--- src/vmul_pkg.sv ---
/*
 * Vector multiply package.
 * Shared widths, instruction field positions and the opcode and
 * element size encodings of the vector multiply unit.
 */
package vmul_pkg;

    // Datapath geometry.
    localparam int vlen        = 128;
    localparam int vd_width    = 5;
    localparam int instr_width = 16;

    // Instruction word layout. Bits above the vd field are ignored.
    localparam int funct_lsb   = 0;
    localparam int funct_width = 4;
    localparam int sew_lsb     = 4;
    localparam int sew_width   = 2;
    localparam int vd_lsb      = 6;

    // Register depth of every scalar multiplier array.
    localparam int mul_stages = 2;

    typedef logic [vlen-1:0]        vreg_data_t;
    typedef logic [vd_width-1:0]    vreg_addr_t;
    typedef logic [instr_width-1:0] instr_t;

    // Supported operations, any other funct value is illegal.
    typedef enum logic [funct_width-1:0] {
        OP_VMUL   = 4'd0,   // Low half of each product.
        OP_VMULHU = 4'd1,   // High half of each product.
        OP_VWMULU = 4'd2    // Full double-width products.
    } vmul_op_e;

    // Element width of each lane.
    typedef enum logic [sew_width-1:0] {
        SEW_8  = 2'd0,
        SEW_16 = 2'd1,
        SEW_32 = 2'd2,
        SEW_64 = 2'd3
    } sew_e;

endpackage : vmul_pkg

--- src/vmul_decode.sv ---
/*
 * Vector multiply decode stage.
 * Splits the instruction word into operation, element size and
 * destination, flags unknown functs and registers them with the operands.
 */
module vmul_decode (
    input  logic                 clk,
    input  logic                 reset,
    input  logic                 advance,
    input  logic                 in_valid,
    input  vmul_pkg::instr_t     in_instr,
    input  vmul_pkg::vreg_data_t in_srca,
    input  vmul_pkg::vreg_data_t in_srcb,
    output logic                 dec_valid,
    output vmul_pkg::vmul_op_e   dec_op,
    output vmul_pkg::sew_e       dec_sew,
    output vmul_pkg::vreg_addr_t dec_vd,
    output logic                 dec_illegal,
    output vmul_pkg::vreg_data_t dec_srca,
    output vmul_pkg::vreg_data_t dec_srcb
);

    import vmul_pkg::*;

    logic [funct_width-1:0] funct;
    logic                   illegal;

    assign funct = in_instr[funct_lsb +: funct_width];

    always_comb begin
        case (funct)
            OP_VMUL, OP_VMULHU, OP_VWMULU: illegal = 1'b0;
            default:                       illegal = 1'b1;
        endcase
    end

    always_ff @(posedge clk) begin
        if (reset) begin
            dec_valid <= 1'b0;
        end else if (advance) begin
            dec_valid <= in_valid;
        end
    end

    always_ff @(posedge clk) begin
        if (advance) begin
            dec_op      <= vmul_op_e'(funct);   // Raw value is kept, illegal travels beside it.
            dec_sew     <= sew_e'(in_instr[sew_lsb +: sew_width]);
            dec_vd      <= in_instr[vd_lsb +: vd_width];
            dec_illegal <= illegal;
            dec_srca    <= in_srca;
            dec_srcb    <= in_srcb;
        end
    end

    // The valid bit must come out of reset clean and stay that way.
    a_dec_valid_known: assert property (
        @(posedge clk) disable iff (reset) !$isunknown(dec_valid)
    ) else $error("dec_valid is unknown after reset.");

endmodule : vmul_decode

--- config.mk ---
export PLATFORM = sky130hd
export DESIGN_NAME = vmul_decode
export DESIGN_NICKNAME = d
export VERILOG_FILES = /design/src/vmul_pkg.sv /design/src/vmul_decode.sv
export SDC_FILE = /design/constraint.sdc
export NUM_CORES = 1
export LEC_CHECK = 0
export ABC_AREA = 1
export BUFFER_PORTS_ARGS = -buffer_cell sky130_fd_sc_hd__clkbuf_2
export CAP_MARGIN = 10
export CORE_AREA = 4 4 211 213
export DETAILED_ROUTE_END_ITERATION = 7
export DIE_AREA = 0 0 215 217
export GPL_TIMING_DRIVEN = 0
export PLACE_DENSITY = 0.45
export SYNTH_ARGS = -nofsm -noshare
export SYNTH_HDL_FRONTEND = slang
export SYNTH_SLANG_ARGS = --single-unit
--- constraint.sdc ---
create_clock -name clk -period 1.7 [get_ports clk]
set_input_delay 0.34 -clock clk [delete_from_list [all_inputs] [get_ports clk]]
set_output_delay 0.34 -clock clk [all_outputs]
set_load 0.02 [all_outputs]
==> results.cfg, run 1 <==
[run_status]
status = finished, final reports clean

[timing]
layout_min_cycle_time_ns = 1.61
rsz0062_at_grt = no
skew_ns = 0
slew_headroom = 0.582
report.final.slew_viol_count = 0
tns_ns = 0
fin_crit_sh = 0.946
holdWs_ns = 0.0367
finalHoldViolCount = 0
timing.fmax_ghz = 0.622
tightest_slew_ns = 0.627
finalSetupViolCount = 0

[routing]
wl_per_cell_um = 16.3
vias = 6018
firstDrtPassIters = 4
drc = 0
drt_iter0_markers = 248
viasPerCell = 3.57
routed_wl_mm = 27.5
antenna_left = 0

[yosys]
synth_top_area_share = 0.993
ys_seq_area_frac = 0.996
avgSynthCellArea_sq_um = 29.2
ys_seq_elements = 269
synth_nets = 554
synth.largest_area_cell = edfxtp_1
post_synth_num_cell_types = 6
ys_top_cells_by_area = edfxtp_1 (99%), dfxtp_1 (0.25%), nand2_1 (0.19%), inv_1 (0.093%), nor2_1 (0.093%)
ys.warnings.count = 0
synth_cells = 278
syn_area_sq_um = 8100

[critical_path]
critPathSlowestCell = edfxtp_1
cp-end-kind = primary output
worstPathRequired_ns = 1.36
cp_top_family = flip-flops
path_max_fanout = 1
critPathMaxStageDelay_ns = 0.49
cp_cell_sequence = clkbuf_2
crit_path_start_kind = register
path_buf_inv = 1
arrival_ns = 1.27
path_class = reg -> out

[power_and_ir_drop]
power_switching_mw = 3.96
power_density_nw_per_um2 = 1070
seqPwrFrac = 0.499
clockPowerShare = 0.365
pwr-share-comb = 0.136
p_int_mw = 12.2
leakage_nw = 6.46
switching_share = 0.246
vdd_drop_max_mv = 0.656

[die]
coreArea_sq_um = 42700
die_area_sq_um = 46700
rows = 76
io_pins = 545
chipHeight_um = 217
die_w_um = 215
start_util = 0.190

[place]
gp_congestion = 0.770
port-buffer-count = 539
place_area_sq_um = 11500
place_inst = 1365
dp_hpwl_mm = 19.5

[grt]
grt_util_all_layers = 0.111
grt.overflow.total = 0
grt_max_degree = 114
grt_pass1_wl_mm = 40.4
grt_pass1_vias = 6913
antenna_found_initial = 4

[clocking]
cts.path.max_buffers = 3
cts.sinks = 269
post_cts_resize_count = 0
root_buffer = clkbuf_16
cts_tree = yes
clock_latency_ns = 0.55
clk_pin_slew_ns = 0.06
cts_setup_buffers = 0
htree_levels = 1
cts_buffers = 31
cts_hold_buf = 265

[cells_and_area]
final_util = 0.353
postLayoutCellArea_sq_um = 15100
nets = 1393
layout.cells.non_filler = 1685
drive_gt1_frac = 0.511
area_growth_pct = 86.1

[min_path]
hold_class = in -> reg

[job]
maxCapViolCount = 0
## synthesized netlist by cell type
| cell type | instances |
|---|---|
| dfxtp_1 | 1 |
| nor2_2 | 1 |
| nor2_1 | 2 |
| nand2_1 | 4 |
| inv_1 | 2 |
| edfxtp_1 | 268 |
## power groups by stage
stage / Clock, mW / Sequential (mW) / Combinational [mW]
after floorplan: 0 / 8.85 / 0.00545
after global placement: 0 / 8.24 / 1.68
after detailed placement: 0 / 8.18 / 1.71
after CTS: 6.12 / 8.05 / 2.21
after global routing: 6.42 / 8.09 / 2.33
final: 5.89 / 8.05 / 2.19
## per-stage QoR
step / total power, mW / setup slack (ns)
after floorplan: 8.85 / 0.911
after global placement: 9.93 / -4.10
after detailed placement: 9.89 / -0.000634
after CTS: 16.4 / 0.0475
after global routing: 16.8 / 0.0278
final: 16.1 / 0.0920
## cells by family after synthesis
family,Yosys count,synth area share
AND/OR/NAND/NOR,7,0.00355
flip-flops,269,0.996
buffers and inverters,2,0.000927
## routing by layer
metal  GRT usage  vias up  part of all wire
li1            -     2811                 -
met1       0.113     2799              0.34
met2       0.204      342              0.51
met3      0.0461       66              0.11
met4      0.0434        0             0.036
met5           0        -                 0
## cell type report
type	instances	area, sq um
well taps	546	683
repair buffers	806	5410
multi-input cells	7	28.8
clock buffers	40	810
diodes	3	7.51
fillers	4088	27600
inverters	2	7.51
clock inverters	12	66.3
flip-flops and latches	269	8070
## cell usage in the layout, fill, tap and decap left out
cell type / instances
nand2_1: 4
nor2_2: 1
clkbuf_8: 1
edfxtp_1: 268
dlygate4sd3_1: 265
nor2_1: 2
diode_2: 3
dfxtp_1: 1
clkbuf_16: 31
inv_6: 3
clkbuf_2: 538
clkinv_2: 5
inv_1: 2
buf_16: 2
clkinv_1: 4
clkbuf_1: 9
## worst reg2reg max path, cell delays in order (launching register included)
cell	delay (ns)
dfxtp_1	0.32
nor2_1	0.13
nor2_2	0.06
## final timing paths
path                                             start                endpoint  slack (ns)  depth (start not counted)
worst max register to register  dec_valid$_SDFFE_PP0P_  dec_valid$_SDFFE_PP0P_        1.10                          2
worst min register to register  dec_valid$_SDFFE_PP0P_  dec_valid$_SDFFE_PP0P_        0.53                          2
worst min-delay path                       in_srca[68]  dec_srca[68]$_DFFE_PP_        0.04                          1
worst max-delay path            dec_srcb[18]$_DFFE_PP_            dec_srcb[18]        0.09                          1
## registers in the layout, indices dropped and copies added (netlist names)
| signal | cells |
|---|---|
| dec_srcb | 128 |
| dec_illegal | 1 |
| dec_valid | 1 |
| dec_vd | 5 |
| dec_op | 4 |
| dec_srca | 128 |
| dec_sew | 2 |
(Power assumes the default switching activity.)
==> run 2, diff against run 1 <==
- CORE_AREA: 4 4 211 213 -> 4 4 207 209
- CTS_BUF_LIST: unset -> sky130_fd_sc_hd__clkbuf_4
- DIE_AREA: 0 0 215 217 -> 0 0 211 213
- PLACE_DENSITY: 0.45 -> 0.46
- clock period: 1.7 -> 1.53 ns (I/O delays scaled with it)
==> run 2 against run 1 <==
The run now ends with setup timing left. Largest power group unchanged. Final area is 9.9% higher. Clock skew unchanged. First-iteration DRC count grew 10%. Die area decreased by 3.7%. Routed wire length up 7.4%. Cell count up 4.6%. Critical path type unchanged. Sequential cell count unchanged.
==> results.cfg, run 2 (synthesized netlist as in run 1, its figures left out) <==
[critical_path]
critPathSlowestCell = edfxtp_1
worstPathRequired_ns = 1.22
path_buf_inv = 1
path_depth = 1
critPathMaxStageDelay_ns = 0.47
r2r_cells = 2
cp_cell_sequence = clkbuf_8
arrival_ns = 1.41
cp-end-kind = primary output
crit_path_start_kind = register
cp_top_family = flip-flops
path_class = reg -> out
path_max_fanout = 1

[routing]
viasPerCell = 3.67
antenna_left = 0
wl_met2_mm = 15.7
wl_met1_mm = 9.77
drc = 0
vias = 6470
firstDrtPassIters = 6
drt_iter0_markers = 273
wl_per_cell_um = 16.8
wl_met3_mm = 2.99
dr.max_layer_used = met5
routed_wl_mm = 29.5

[power_and_ir_drop]
power_switching_mw = 4.77
vdd_drop_max_mv = 0.667
switching_share = 0.256
seqPwrFrac = 0.485
p_int_mw = 13.9
pwr-share-comb = 0.160
leakage_nw = 7.05
power_density_nw_per_um2 = 1120
clockPowerShare = 0.355

[cells_and_area]
final_util = 0.406
fillers = 3693
reg_top3 = dec_srca (128), dec_srcb (128), dec_vd (5)
mostFrequentLayoutCells = clkbuf_2 (273), dlygate4sd3_1 (270), edfxtp_1 (268), buf_6 (198), clkbuf_4 (118)
drive_gt1_frac = 0.543
area_growth_pct = 105
nets = 1446
postLayoutCellArea_sq_um = 16600
final_common_cell = clkbuf_2

[place]
pre_cts_slack_ns = -0.298
gp_congestion = 0.761
place_area_sq_um = 11500
port-buffer-count = 539
dp_hpwl_mm = 19.2

[grt]
grt_max_degree = 100
grt_util_all_layers = 0.120
grt_pass1_wl_mm = 40.5
antenna_found_initial = 3
grt.overflow.total = 0
grt_pass1_vias = 7119

[timing]
holdWs_ns = 0.0635
fin_ws_ns = -0.191
finalSetupViolCount = 285
tightest_slew_ns = 0.819
skew_ns = 0
rsz0062_at_grt = yes
finalHoldViolCount = 0
layout_min_cycle_time_ns = 1.72
slew_headroom = 0.452
timing.fmax_ghz = 0.581
report.final.slew_viol_count = 0
fin_crit_sh = 1.12

[clocking]
clock_latency_ns = 0.73
htree_levels = 3
cts_tree = yes
clk_pin_slew_ns = 0.06
cts.path.max_buffers = 3
cts.sinks = 269
cts_buffers = 79
root_buffer = clkbuf_4
cts_setup_buffers = 0

[die]
rows = 74
coreArea_sq_um = 40800
io_pins = 545
die_area_sq_um = 44900
die_w_um = 211
start_util = 0.198
chipHeight_um = 213

[min_path]
hold_depth = 1
hold_class = in -> reg

[run_status]
violations = setup timing
status = complete, but fails checks

[job]
maxCapViolCount = 0
## run 2: worst paths after layout
kind,slack [ns],end,start
setup / recovery,-0.19,dec_srcb[50],dec_srcb[50]$_DFFE_PP_
hold / removal,0.06,dec_srca[49]$_DFFE_PP_,advance
setup reg to reg,0.91,dec_valid$_SDFFE_PP0P_,dec_valid$_SDFFE_PP0P_
hold reg to reg,0.51,dec_valid$_SDFFE_PP0P_,dec_valid$_SDFFE_PP0P_
## run 2: final cells by class
| cell class | instances | area (sq um) | area share |
|---|---|---|---|
| sequential | 269 | 8070 | 0.487 |
| timing repair buffer | 811 | 6840 | 0.412 |
| clock buffer | 118 | 886 | 0.0534 |
| tap | 532 | 666 | 0.0401 |
| clock inverter | 21 | 81.3 | 0.00491 |
| multi-input combinational | 7 | 28.8 | 0.00174 |
| inverter | 2 | 7.51 | 0.000453 |
| antenna | 2 | 5.00 | 0.000302 |
## run 2: timing repair
action                                  in CTS  in global routing
resized for setup                           31                658
endpoints found under the setup margin     269                270
hold endpoints to repair                   269                 18
hold buffers                               269                  1
cloned                                       0                  0
## run 2: layer usage
metal / up-vias / track usage
li1: 2973 / -
met1: 3065 / 0.119
met2: 362 / 0.206
met3: 66 / 0.0555
met4: 4 / 0.0689
met5: - / 0
## run 2: per-stage QoR
stage	TNS, ns	instances	power [mW]
finish	-9.87	1762	18.6
global route	-52.48	1761	19.6
CTS	-57.57	1759	18.4
detailed placement	-49.45	1351	11.0
global placement	-1135.71	1349	11.0
floorplan	0	278	9.84
## run 2: power groups by stage
| stage | Clock [mW] | Sequential (mW) | Combinational (mW) |
|---|---|---|---|
| 3_3_place_gp | 0 | 9.15 | 1.86 |
| 5_1_grt | 7.44 | 9.08 | 3.13 |
| 4_1_cts | 6.98 | 8.95 | 2.51 |
| 6_report | 6.62 | 9.04 | 2.98 |
| 2_1_floorplan | 0 | 9.83 | 0.00606 |
| 3_5_place_dp | 0 | 9.09 | 1.89 |
