<file path="src/vmul_pkg.sv">
/*
 * Vector multiply package.
 * Shared widths, instruction field positions and the opcode and
 * element size encodings of the vector multiply unit.
 */
package vmul_pkg;

    // Datapath geometry.
    localparam int vlen        = 128;
    localparam int vd_width    = 5;
    localparam int instr_width = 16;

    // Instruction word layout. Bits above the vd field are ignored.
    localparam int funct_lsb   = 0;
    localparam int funct_width = 4;
    localparam int sew_lsb     = 4;
    localparam int sew_width   = 2;
    localparam int vd_lsb      = 6;

    // Register depth of every scalar multiplier array.
    localparam int mul_stages = 2;

    typedef logic [vlen-1:0]        vreg_data_t;
    typedef logic [vd_width-1:0]    vreg_addr_t;
    typedef logic [instr_width-1:0] instr_t;

    // Supported operations, any other funct value is illegal.
    typedef enum logic [funct_width-1:0] {
        OP_VMUL   = 4'd0,   // Low half of each product.
        OP_VMULHU = 4'd1,   // High half of each product.
        OP_VWMULU = 4'd2    // Full double-width products.
    } vmul_op_e;

    // Element width of each lane.
    typedef enum logic [sew_width-1:0] {
        SEW_8  = 2'd0,
        SEW_16 = 2'd1,
        SEW_32 = 2'd2,
        SEW_64 = 2'd3
    } sew_e;

endpackage : vmul_pkg

</file>
<file path="src/vmul_result.sv">
/*
 * Vector multiply result stage.
 * Picks the low or high half of every lane product or passes the full
 * products through, and holds the output register under back-pressure.
 */
module vmul_result (
    input  logic                 clk,
    input  logic                 reset,
    input  logic                 advance,
    input  logic                 ex_valid,
    input  vmul_pkg::vmul_op_e   ex_op,
    input  vmul_pkg::sew_e       ex_sew,
    input  vmul_pkg::vreg_addr_t ex_vd,
    input  logic                 ex_illegal,
    input  vmul_pkg::vreg_data_t ex_prod_lo,
    input  vmul_pkg::vreg_data_t ex_prod_hi,
    output logic                 out_valid,
    output vmul_pkg::vreg_data_t out_data_lo,
    output vmul_pkg::vreg_data_t out_data_hi,
    output logic                 out_wide,
    output vmul_pkg::vreg_addr_t out_vd,
    output logic                 out_illegal
);

    import vmul_pkg::*;

    vreg_data_t data_lo_next;
    vreg_data_t data_hi_next;
    logic       wide_next;

    // Lane i of the product set sits at bits 2*i*w, its half is w wide.
    function automatic vreg_data_t pick_half(logic [2*vlen-1:0] prod, sew_e sew, logic high);
        vreg_data_t res;
        res = '0;
        case (sew)
            SEW_8:
                for (int i = 0; i < vlen / 8; i++)
                    res[i*8 +: 8] = prod[i*16 + (high ? 8 : 0) +: 8];
            SEW_16:
                for (int i = 0; i < vlen / 16; i++)
                    res[i*16 +: 16] = prod[i*32 + (high ? 16 : 0) +: 16];
            SEW_32:
                for (int i = 0; i < vlen / 32; i++)
                    res[i*32 +: 32] = prod[i*64 + (high ? 32 : 0) +: 32];
            default:
                for (int i = 0; i < vlen / 64; i++)
                    res[i*64 +: 64] = prod[i*128 + (high ? 64 : 0) +: 64];
        endcase
        return res;
    endfunction

    always_comb begin
        data_lo_next = '0;
        data_hi_next = '0;
        wide_next    = 1'b0;
        if (!ex_illegal) begin
            case (ex_op)
                OP_VMUL:   data_lo_next = pick_half({ex_prod_hi, ex_prod_lo}, ex_sew, 1'b0);
                OP_VMULHU: data_lo_next = pick_half({ex_prod_hi, ex_prod_lo}, ex_sew, 1'b1);
                OP_VWMULU: begin
                    data_lo_next = ex_prod_lo;  // First half of the lanes.
                    data_hi_next = ex_prod_hi;
                    wide_next    = 1'b1;
                end
                default: ;
            endcase
        end
    end

    always_ff @(posedge clk) begin
        if (reset) begin
            out_valid <= 1'b0;
        end else if (advance) begin
            out_valid <= ex_valid;
        end
    end

    always_ff @(posedge clk) begin
        if (advance) begin
            out_data_lo <= data_lo_next;
            out_data_hi <= data_hi_next;
            out_wide    <= wide_next;
            out_vd      <= ex_vd;
            out_illegal <= ex_illegal;
        end
    end

endmodule : vmul_result

</file>
<file path="config.mk">
export PLATFORM = sky130hd
export DESIGN_NAME = vmul_result
export DESIGN_NICKNAME = d
export VERILOG_FILES = /design/src/vmul_pkg.sv /design/src/vmul_result.sv
export SDC_FILE = /design/constraint.sdc
export NUM_CORES = 1
export LEC_CHECK = 0
export BUFFER_PORTS_ARGS = -buffer_cell sky130_fd_sc_hd__buf_2
export CAP_MARGIN = 20
export CORE_AREA = 4 4 208 210
export CTS_CLUSTER_DIAMETER = 200
export DETAILED_ROUTE_END_ITERATION = 8
export DIE_AREA = 0 0 212 214
export SYNTH_ARGS = -nofsm -noshare
export SYNTH_HDL_FRONTEND = slang
export SYNTH_SLANG_ARGS = --single-unit
</file>
<file path="constraint.sdc">
create_clock -name clk -period 3.05 [get_ports clk]
set_input_delay 0.1525 -clock clk [delete_from_list [all_inputs] [get_ports clk]]
set_output_delay 0.1525 -clock clk [all_outputs]
set_load 0.05 [all_outputs]
</file>
==> results of run 1 <==
## registers in the layout (all words and copies together), names as in the netlist
register and count:
out_data_hi 128, out_data_lo 128, out_vd 5, out_illegal 1
out_valid 1, out_wide 1
## area by class of cell
type	count	share of cell area (%)
Clock buffer	37	3.877
Antenna cell	6	0.07291
Multi-Input combinational cell	881	30.51
Timing Repair Buffer	740	22.98
Sequential cell	264	38.45
Clock inverter	17	0.7291
Inverter	6	0.1094
Tap cell	539	3.275
## layer usage
layer,vias up,track usage (%)
met5,-,0
met4,6,13.03
met3,173,5.111
met2,898,48.74
met1,6778,37.95
li1,6179,-
## final timing paths
path | from | end | slack [ns] | cells past startpoint
setup / recovery | ex_op[0] | out_data_lo[18]$_SDFFCE_PP0P_ | 0.67 | 5
hold / removal | ex_prod_lo[26] | out_data_lo[26]$_SDFFCE_PP0P_ | 0.02 | 2
setup reg to reg | out_valid$_SDFFE_PP0P_ | out_valid$_SDFFE_PP0P_ | 1.90 | 3
hold reg to reg | out_valid$_SDFFE_PP0P_ | out_valid$_SDFFE_PP0P_ | 1.07 | 3
## power by group through the flow
stage	logic [uW]	registers [uW]	clock network, uW
after floorplan	552	5160	0
after global routing	2560	4320	3760
after CTS	2450	4300	3610
final	2470	4300	3560
after detailed placement	2270	4370	0
after global placement	2270	4370	0
## layout by cell type (no fill, tap or decap), types with 18 or more instances in the layout
master,count
nand3_1,19
nor2b_1,21
mux2_2,38
edfxtp_1,263
a211oi_1,21
dlygate4sd3_1,171
o21ai_0,45
and2_1,136
nor2_1,64
mux2i_1,107
a21oi_1,58
a22oi_1,39
buf_2,532
nand2_1,98
o221ai_1,39
buf_4,29
nand2b_1,18
clkbuf_16,31
o22ai_1,21
## worst max-delay path: stages
cell and delay [ns]:
buf_2 0.17, or4_4 0.76, nor2_1 0.88, a221o_1 0.28, dlygate4sd3_1 0.55
## repair_timing
| item | 4_1_cts | 5_1_grt |
|---|---|---|
| endpoints found under the setup margin | 0 | 0 |
| hold buffers | 171 | 0 |
| hold endpoints to repair | 180 | 0 |
| setup buffers | 0 | 0 |
## logic make-up (layout without fill, tap and decap cells)
kind of cell,after synthesis,count (layout),share of synthesized area (%)
AO/OA/AOI/OAI,325,325,15.62
multiplexers,161,161,12.66
buffers and inverters,116,800,3.519
flip-flops,264,264,53.92
other,0,6,0
AND/OR/NAND/NOR,395,395,14.28
## per-stage QoR
| step | instances | setup WS [ns] |
|---|---|---|
| finish | 2490 | 0.6665 |
| global route | 2488 | 0.5904 |
| CTS | 2484 | 0.7222 |
| detailed placement | 2259 | 0.6565 |
| global placement | 2259 | 0.7480 |
| floorplan | 1261 | 1.355 |
==> results.sh, run 1 <==
export IMPL_status="finished, final reports clean"
export IMPL_switching_share_pct=32.47
export IMPL_area_growth_pct=40.23
export IMPL_place_gp_congestion=0.8932
export IMPL_powerDensity_mw_per_mm2=501.6
export IMPL_initial_utilization_pct=35.32
export IMPL_regArea_mm2=0.007918
export IMPL_fp_dieW_um=212
export IMPL_fmax_mhz=419.6
export IMPL_die_area_mm2=0.04537
export IMPL_ant_nets=0
export IMPL_max_cap_violations=0
export IMPL_hpwlAfterDp_mm=53.75
export IMPL_cp_end_kind="register"
export IMPL_wl_met1_mm=27.45
export IMPL_fin_area_mm2=0.02059
export IMPL_yosysTopAreaCell="edfxtp_1"
export IMPL_netlist_area_mm2=0.01468
export IMPL_max_clock_path_buffers=3
export IMPL_yosysMostFrequentCell="edfxtp_1"
export IMPL_io_buffers=535
export IMPL_tightest_slew_ns=1.070
export IMPL_coreArea_mm2=0.04157
export IMPL_yosysUniqueCellTypes=50
export IMPL_grt_pass1_vias=14060
export IMPL_power_frac_clock_pct=34.4
export IMPL_avgSynthCellArea_um2=11.64
export IMPL_synth_nets=1533
export IMPL_dr_pass1_iters=8
export IMPL_num_fill_cells=3797
export IMPL_place_area_mm2=0.01792
export IMPL_top_layer="met5"
export IMPL_rows=75
export IMPL_tns_ns=0
export IMPL_pwr_share_comb_pct=23.9
export IMPL_synth_edf_count=263
export IMPL_rsz0062_at_grt="false"
export IMPL_fin_skew_ns=0
export IMPL_drive_gt1_share_pct=35.06
export IMPL_insertion_delay_ns=0.56
export IMPL_synth_top_cell_area_share_pct=53.78
export IMPL_internal_power_uw=6975
export IMPL_critical_path_class="in2reg"
export IMPL_cts_sinks=264
export IMPL_finalHoldViolCount=0
export IMPL_antenna_found_initial=7
export IMPL_slew_headroom_pct=27.74
export IMPL_cp_max_fo=31
export IMPL_wl_met3_mm=5.798
export IMPL_synth_commonest_cells="edfxtp_1, and2_1, mux2i_1, nand2_1, nor2_1"
export IMPL_finalPower_uw=10330
export IMPL_grt_max_degree=109
export IMPL_dieHeight_um=214
export IMPL_async_flop_share_pct=0
export IMPL_yosys_warnings=0
export IMPL_period_share_pct=78.15
export IMPL_ir_worst_vdd_mv=0.3279
export IMPL_cp_start_kind="input pin"
export IMPL_overflow=0
export IMPL_power_switching_uw=3353
export IMPL_cts_tree="done"
export IMPL_io_pins=536
export IMPL_leakage_uw=0.008376
export IMPL_cts_htree_levels=1
export IMPL_pwr_share_seq_pct=41.7
export IMPL_holdWs_ns=0.02088
export IMPL_drtIter0Drc=1684
export IMPL_wl_met2_mm=33.73
export IMPL_grt_pass1_wl_mm=98.14
export IMPL_slew_violations=0
export IMPL_numCtsBuffers=30
export IMPL_via_per_inst=5.636
export IMPL_synthesis_instances=1261
export IMPL_finalNetCount=2195
export IMPL_ys_ff_latch=264
export IMPL_num_vias=14030
export IMPL_final_core_util_pct=49.54
export IMPL_worstPathArrival_ns=2.81
export IMPL_wl_per_cell_um=28.36
export IMPL_synthFlopType="edfxtp_1"
export IMPL_yosysSeqAreaShare_pct=53.92
export IMPL_wirelength_mm=70.61
export IMPL_cp_required_ns=3.48
export IMPL_hold_class="in2reg"
export IMPL_synth_area_top_cells="edfxtp_1, mux2i_1, and2_1"
export IMPL_path_clk_slew_ns=0.06
export IMPL_finalCriticalPeriod_ns=2.383
export IMPL_ctsRootBufferMaster="clkbuf_16"
export IMPL_multi_input_area_mm2=0.006282
export IMPL_globalRouteTotalUtil_pct=29.50
export IMPL_final_setup_viol_count=0
export IMPL_drcViolationCount=0
export IMPL_cts_repair_resized=0
No activity file was read; power rests on OpenSTA's default activity.
==> inputs of run 2 (changes only) <==
==> constraint.sdc (replaced) <==
create_clock -name clk -period 2.3 [get_ports clk]
set_input_delay 0.115 -clock clk [delete_from_list [all_inputs] [get_ports clk]]
set_output_delay 0.115 -clock clk [all_outputs]
set_load 0.05 [all_outputs]
==> results.sh, run 2 (same netlist as run 1, synthesis figures left out) <==
export IMPL_numCtsBuffers=31
export IMPL_finalNetCount=2261
export IMPL_instances_no_fill=2559
export IMPL_drtIter0Drc=1392
export IMPL_slew_violations=0
export IMPL_cp_end_kind="register"
export IMPL_cp_required_ns=2.75
export IMPL_max_clock_path_buffers=3
export IMPL_area_growth_pct=45.30
export IMPL_critical_path_class="in2reg"
export IMPL_finalHoldViolCount=0
export IMPL_status="finished, final reports clean"
export IMPL_path_cells="buf_2, or4_4, nor2_1, a221o_1, dlygate4sd3_1"
export IMPL_period_share_pct=85.42
export IMPL_rr_worst_depth=3
export IMPL_holdPathStages=5
export IMPL_max_cap_violations=0
export IMPL_io_pins=536
export IMPL_layout_common_cells="buf_2, edfxtp_1, dlygate4sd3_1, and2_1, mux2i_1"
export IMPL_hold_class="in2reg"
export IMPL_final_core_util_pct=51.33
export IMPL_rows=75
export IMPL_path_clk_slew_ns=0.06
export IMPL_slew_headroom_pct=38.12
export IMPL_cp_max_fo=11
export IMPL_crit_cells=5
export IMPL_ctsRootBufferMaster="clkbuf_16"
export IMPL_io_buffers=535
export IMPL_drcViolationCount=0
export IMPL_antenna_found_initial=9
export IMPL_num_vias=14300
export IMPL_initial_utilization_pct=35.32
export IMPL_finalPower_uw=14220
export IMPL_leakage_uw=0.008704
export IMPL_ir_worst_vdd_mv=0.5234
export IMPL_wirelength_mm=70.07
export IMPL_finalCriticalPeriod_ns=1.965
export IMPL_pwr_share_seq_pct=40.0
export IMPL_tightest_slew_ns=0.9247
export IMPL_insertion_delay_ns=0.56
export IMPL_powerDensity_mw_per_mm2=666.4
export IMPL_dp_cells=2280
export IMPL_coreArea_mm2=0.04157
export IMPL_dieHeight_um=214
export IMPL_layout_commonest_cell="buf_2"
export IMPL_fp_dieW_um=212
export IMPL_internal_power_uw=9768
export IMPL_cts_tree="done"
export IMPL_globalRouteTotalUtil_pct=29.22
export IMPL_place_gp_congestion=0.9169
export IMPL_cp_buffers_inverters=2
export IMPL_critPathTopFamily="simple AND/OR/NAND/NOR gates"
export IMPL_ant_nets=0
export IMPL_rsz0062_at_grt="false"
export IMPL_via_per_inst=5.589
export IMPL_overflow=0
export IMPL_grt_pass1_wl_mm=97.75
export IMPL_cts_sinks=264
export IMPL_fmax_mhz=509.0
export IMPL_cp_start_kind="input pin"
export IMPL_power_frac_clock_pct=36.4
export IMPL_fin_skew_ns=0
export IMPL_hpwlAfterDp_mm=53.28
export IMPL_drive_gt1_share_pct=34.96
export IMPL_largestRegisters="out_data_hi (128), out_data_lo (128), out_vd (5)"
export IMPL_slowest_delay_ns=0.73
export IMPL_holdWs_ns=0.03573
export IMPL_die_area_mm2=0.04537
export IMPL_grt_pass1_vias=14270
export IMPL_power_switching_uw=4450
export IMPL_final_setup_viol_count=0
export IMPL_cts_htree_levels=1
export IMPL_pwr_share_comb_pct=23.5
export IMPL_grt_max_degree=112
export IMPL_dr_pass1_iters=7
export IMPL_tns_ns=0
export IMPL_switching_share_pct=31.30
export IMPL_wl_per_cell_um=27.38
export IMPL_worstPathArrival_ns=2.42
export IMPL_slowest_stage="nor2_1"
## run 2: cell types whose count changed in the layout (fill, tap and decap cells not counted), sizes merged
cell,delta
bufinv,+4
inv,-1
dlygate4sd3,+44
buf,+21
clkinv,+1
## run 2: layer usage
metal,wire (um),vias to the layer above,track usage (%)
met4,2943,8,10.72
li1,-,6315,-
met5,58,-,0
met1,26790,6960,36.70
met3,5815,144,5.009
met2,34470,876,50.37
## run 2: through the flow
| step | worst slack (ns) | area (um2) |
|---|---|---|
| finish | 0.3353 | 21340 |
| global route | 0.2347 | 21330 |
| CTS | 0.4067 | 21320 |
| detailed placement | 0.2892 | 18110 |
| global placement | 0.3503 | 18110 |
| floorplan | 0.6428 | 14680 |
## run 2: area by class of cell
type	instances	area [um2]
inverters	6	22.52
flip-flops and latches	264	7918
diodes	6	15.01
clock inverters	21	259.0
repair buffers	805	5368
clock buffers	37	798.3
fillers	3749	20230
well taps	539	674.4
multi-input cells	881	6282
## run 2: final timing paths
check	endpoint	from	slack, ns
worst min-delay path	out_data_lo[127]$_SDFFCE_PP0P_	ex_prod_lo[127]	0.04
worst max register to register	out_valid$_SDFFE_PP0P_	out_valid$_SDFFE_PP0P_	1.16
worst max-delay path	out_data_lo[22]$_SDFFCE_PP0P_	ex_op[0]	0.34
worst min register to register	out_valid$_SDFFE_PP0P_	out_valid$_SDFFE_PP0P_	1.06
## run 2: tightest hold or removal path, stage by stage
cell and delay, ns:
buf_2 0.11, nand2_1 0.06, o221ai_1 0.07, a22oi_1 0.06, nor2_1 0.09
## run 2: power groups by stage
stage | clock network, uW | registers, uW | logic [uW]
final | 5180 | 5690 | 3340
after global routing | 5450 | 5710 | 3480
after CTS | 5270 | 5700 | 3320
after detailed placement | 0 | 5790 | 3030
after global placement | 0 | 5790 | 3020
after floorplan | 0 | 6840 | 732
## run 2: repair_timing
item | 4_1_cts | 5_1_grt
buffers inserted | 0 | 0
setup endpoints to repair | 0 | 0
resized for setup | 0 | 0
hold buffers | 215 | 0
endpoints found under the hold margin | 229 | 0
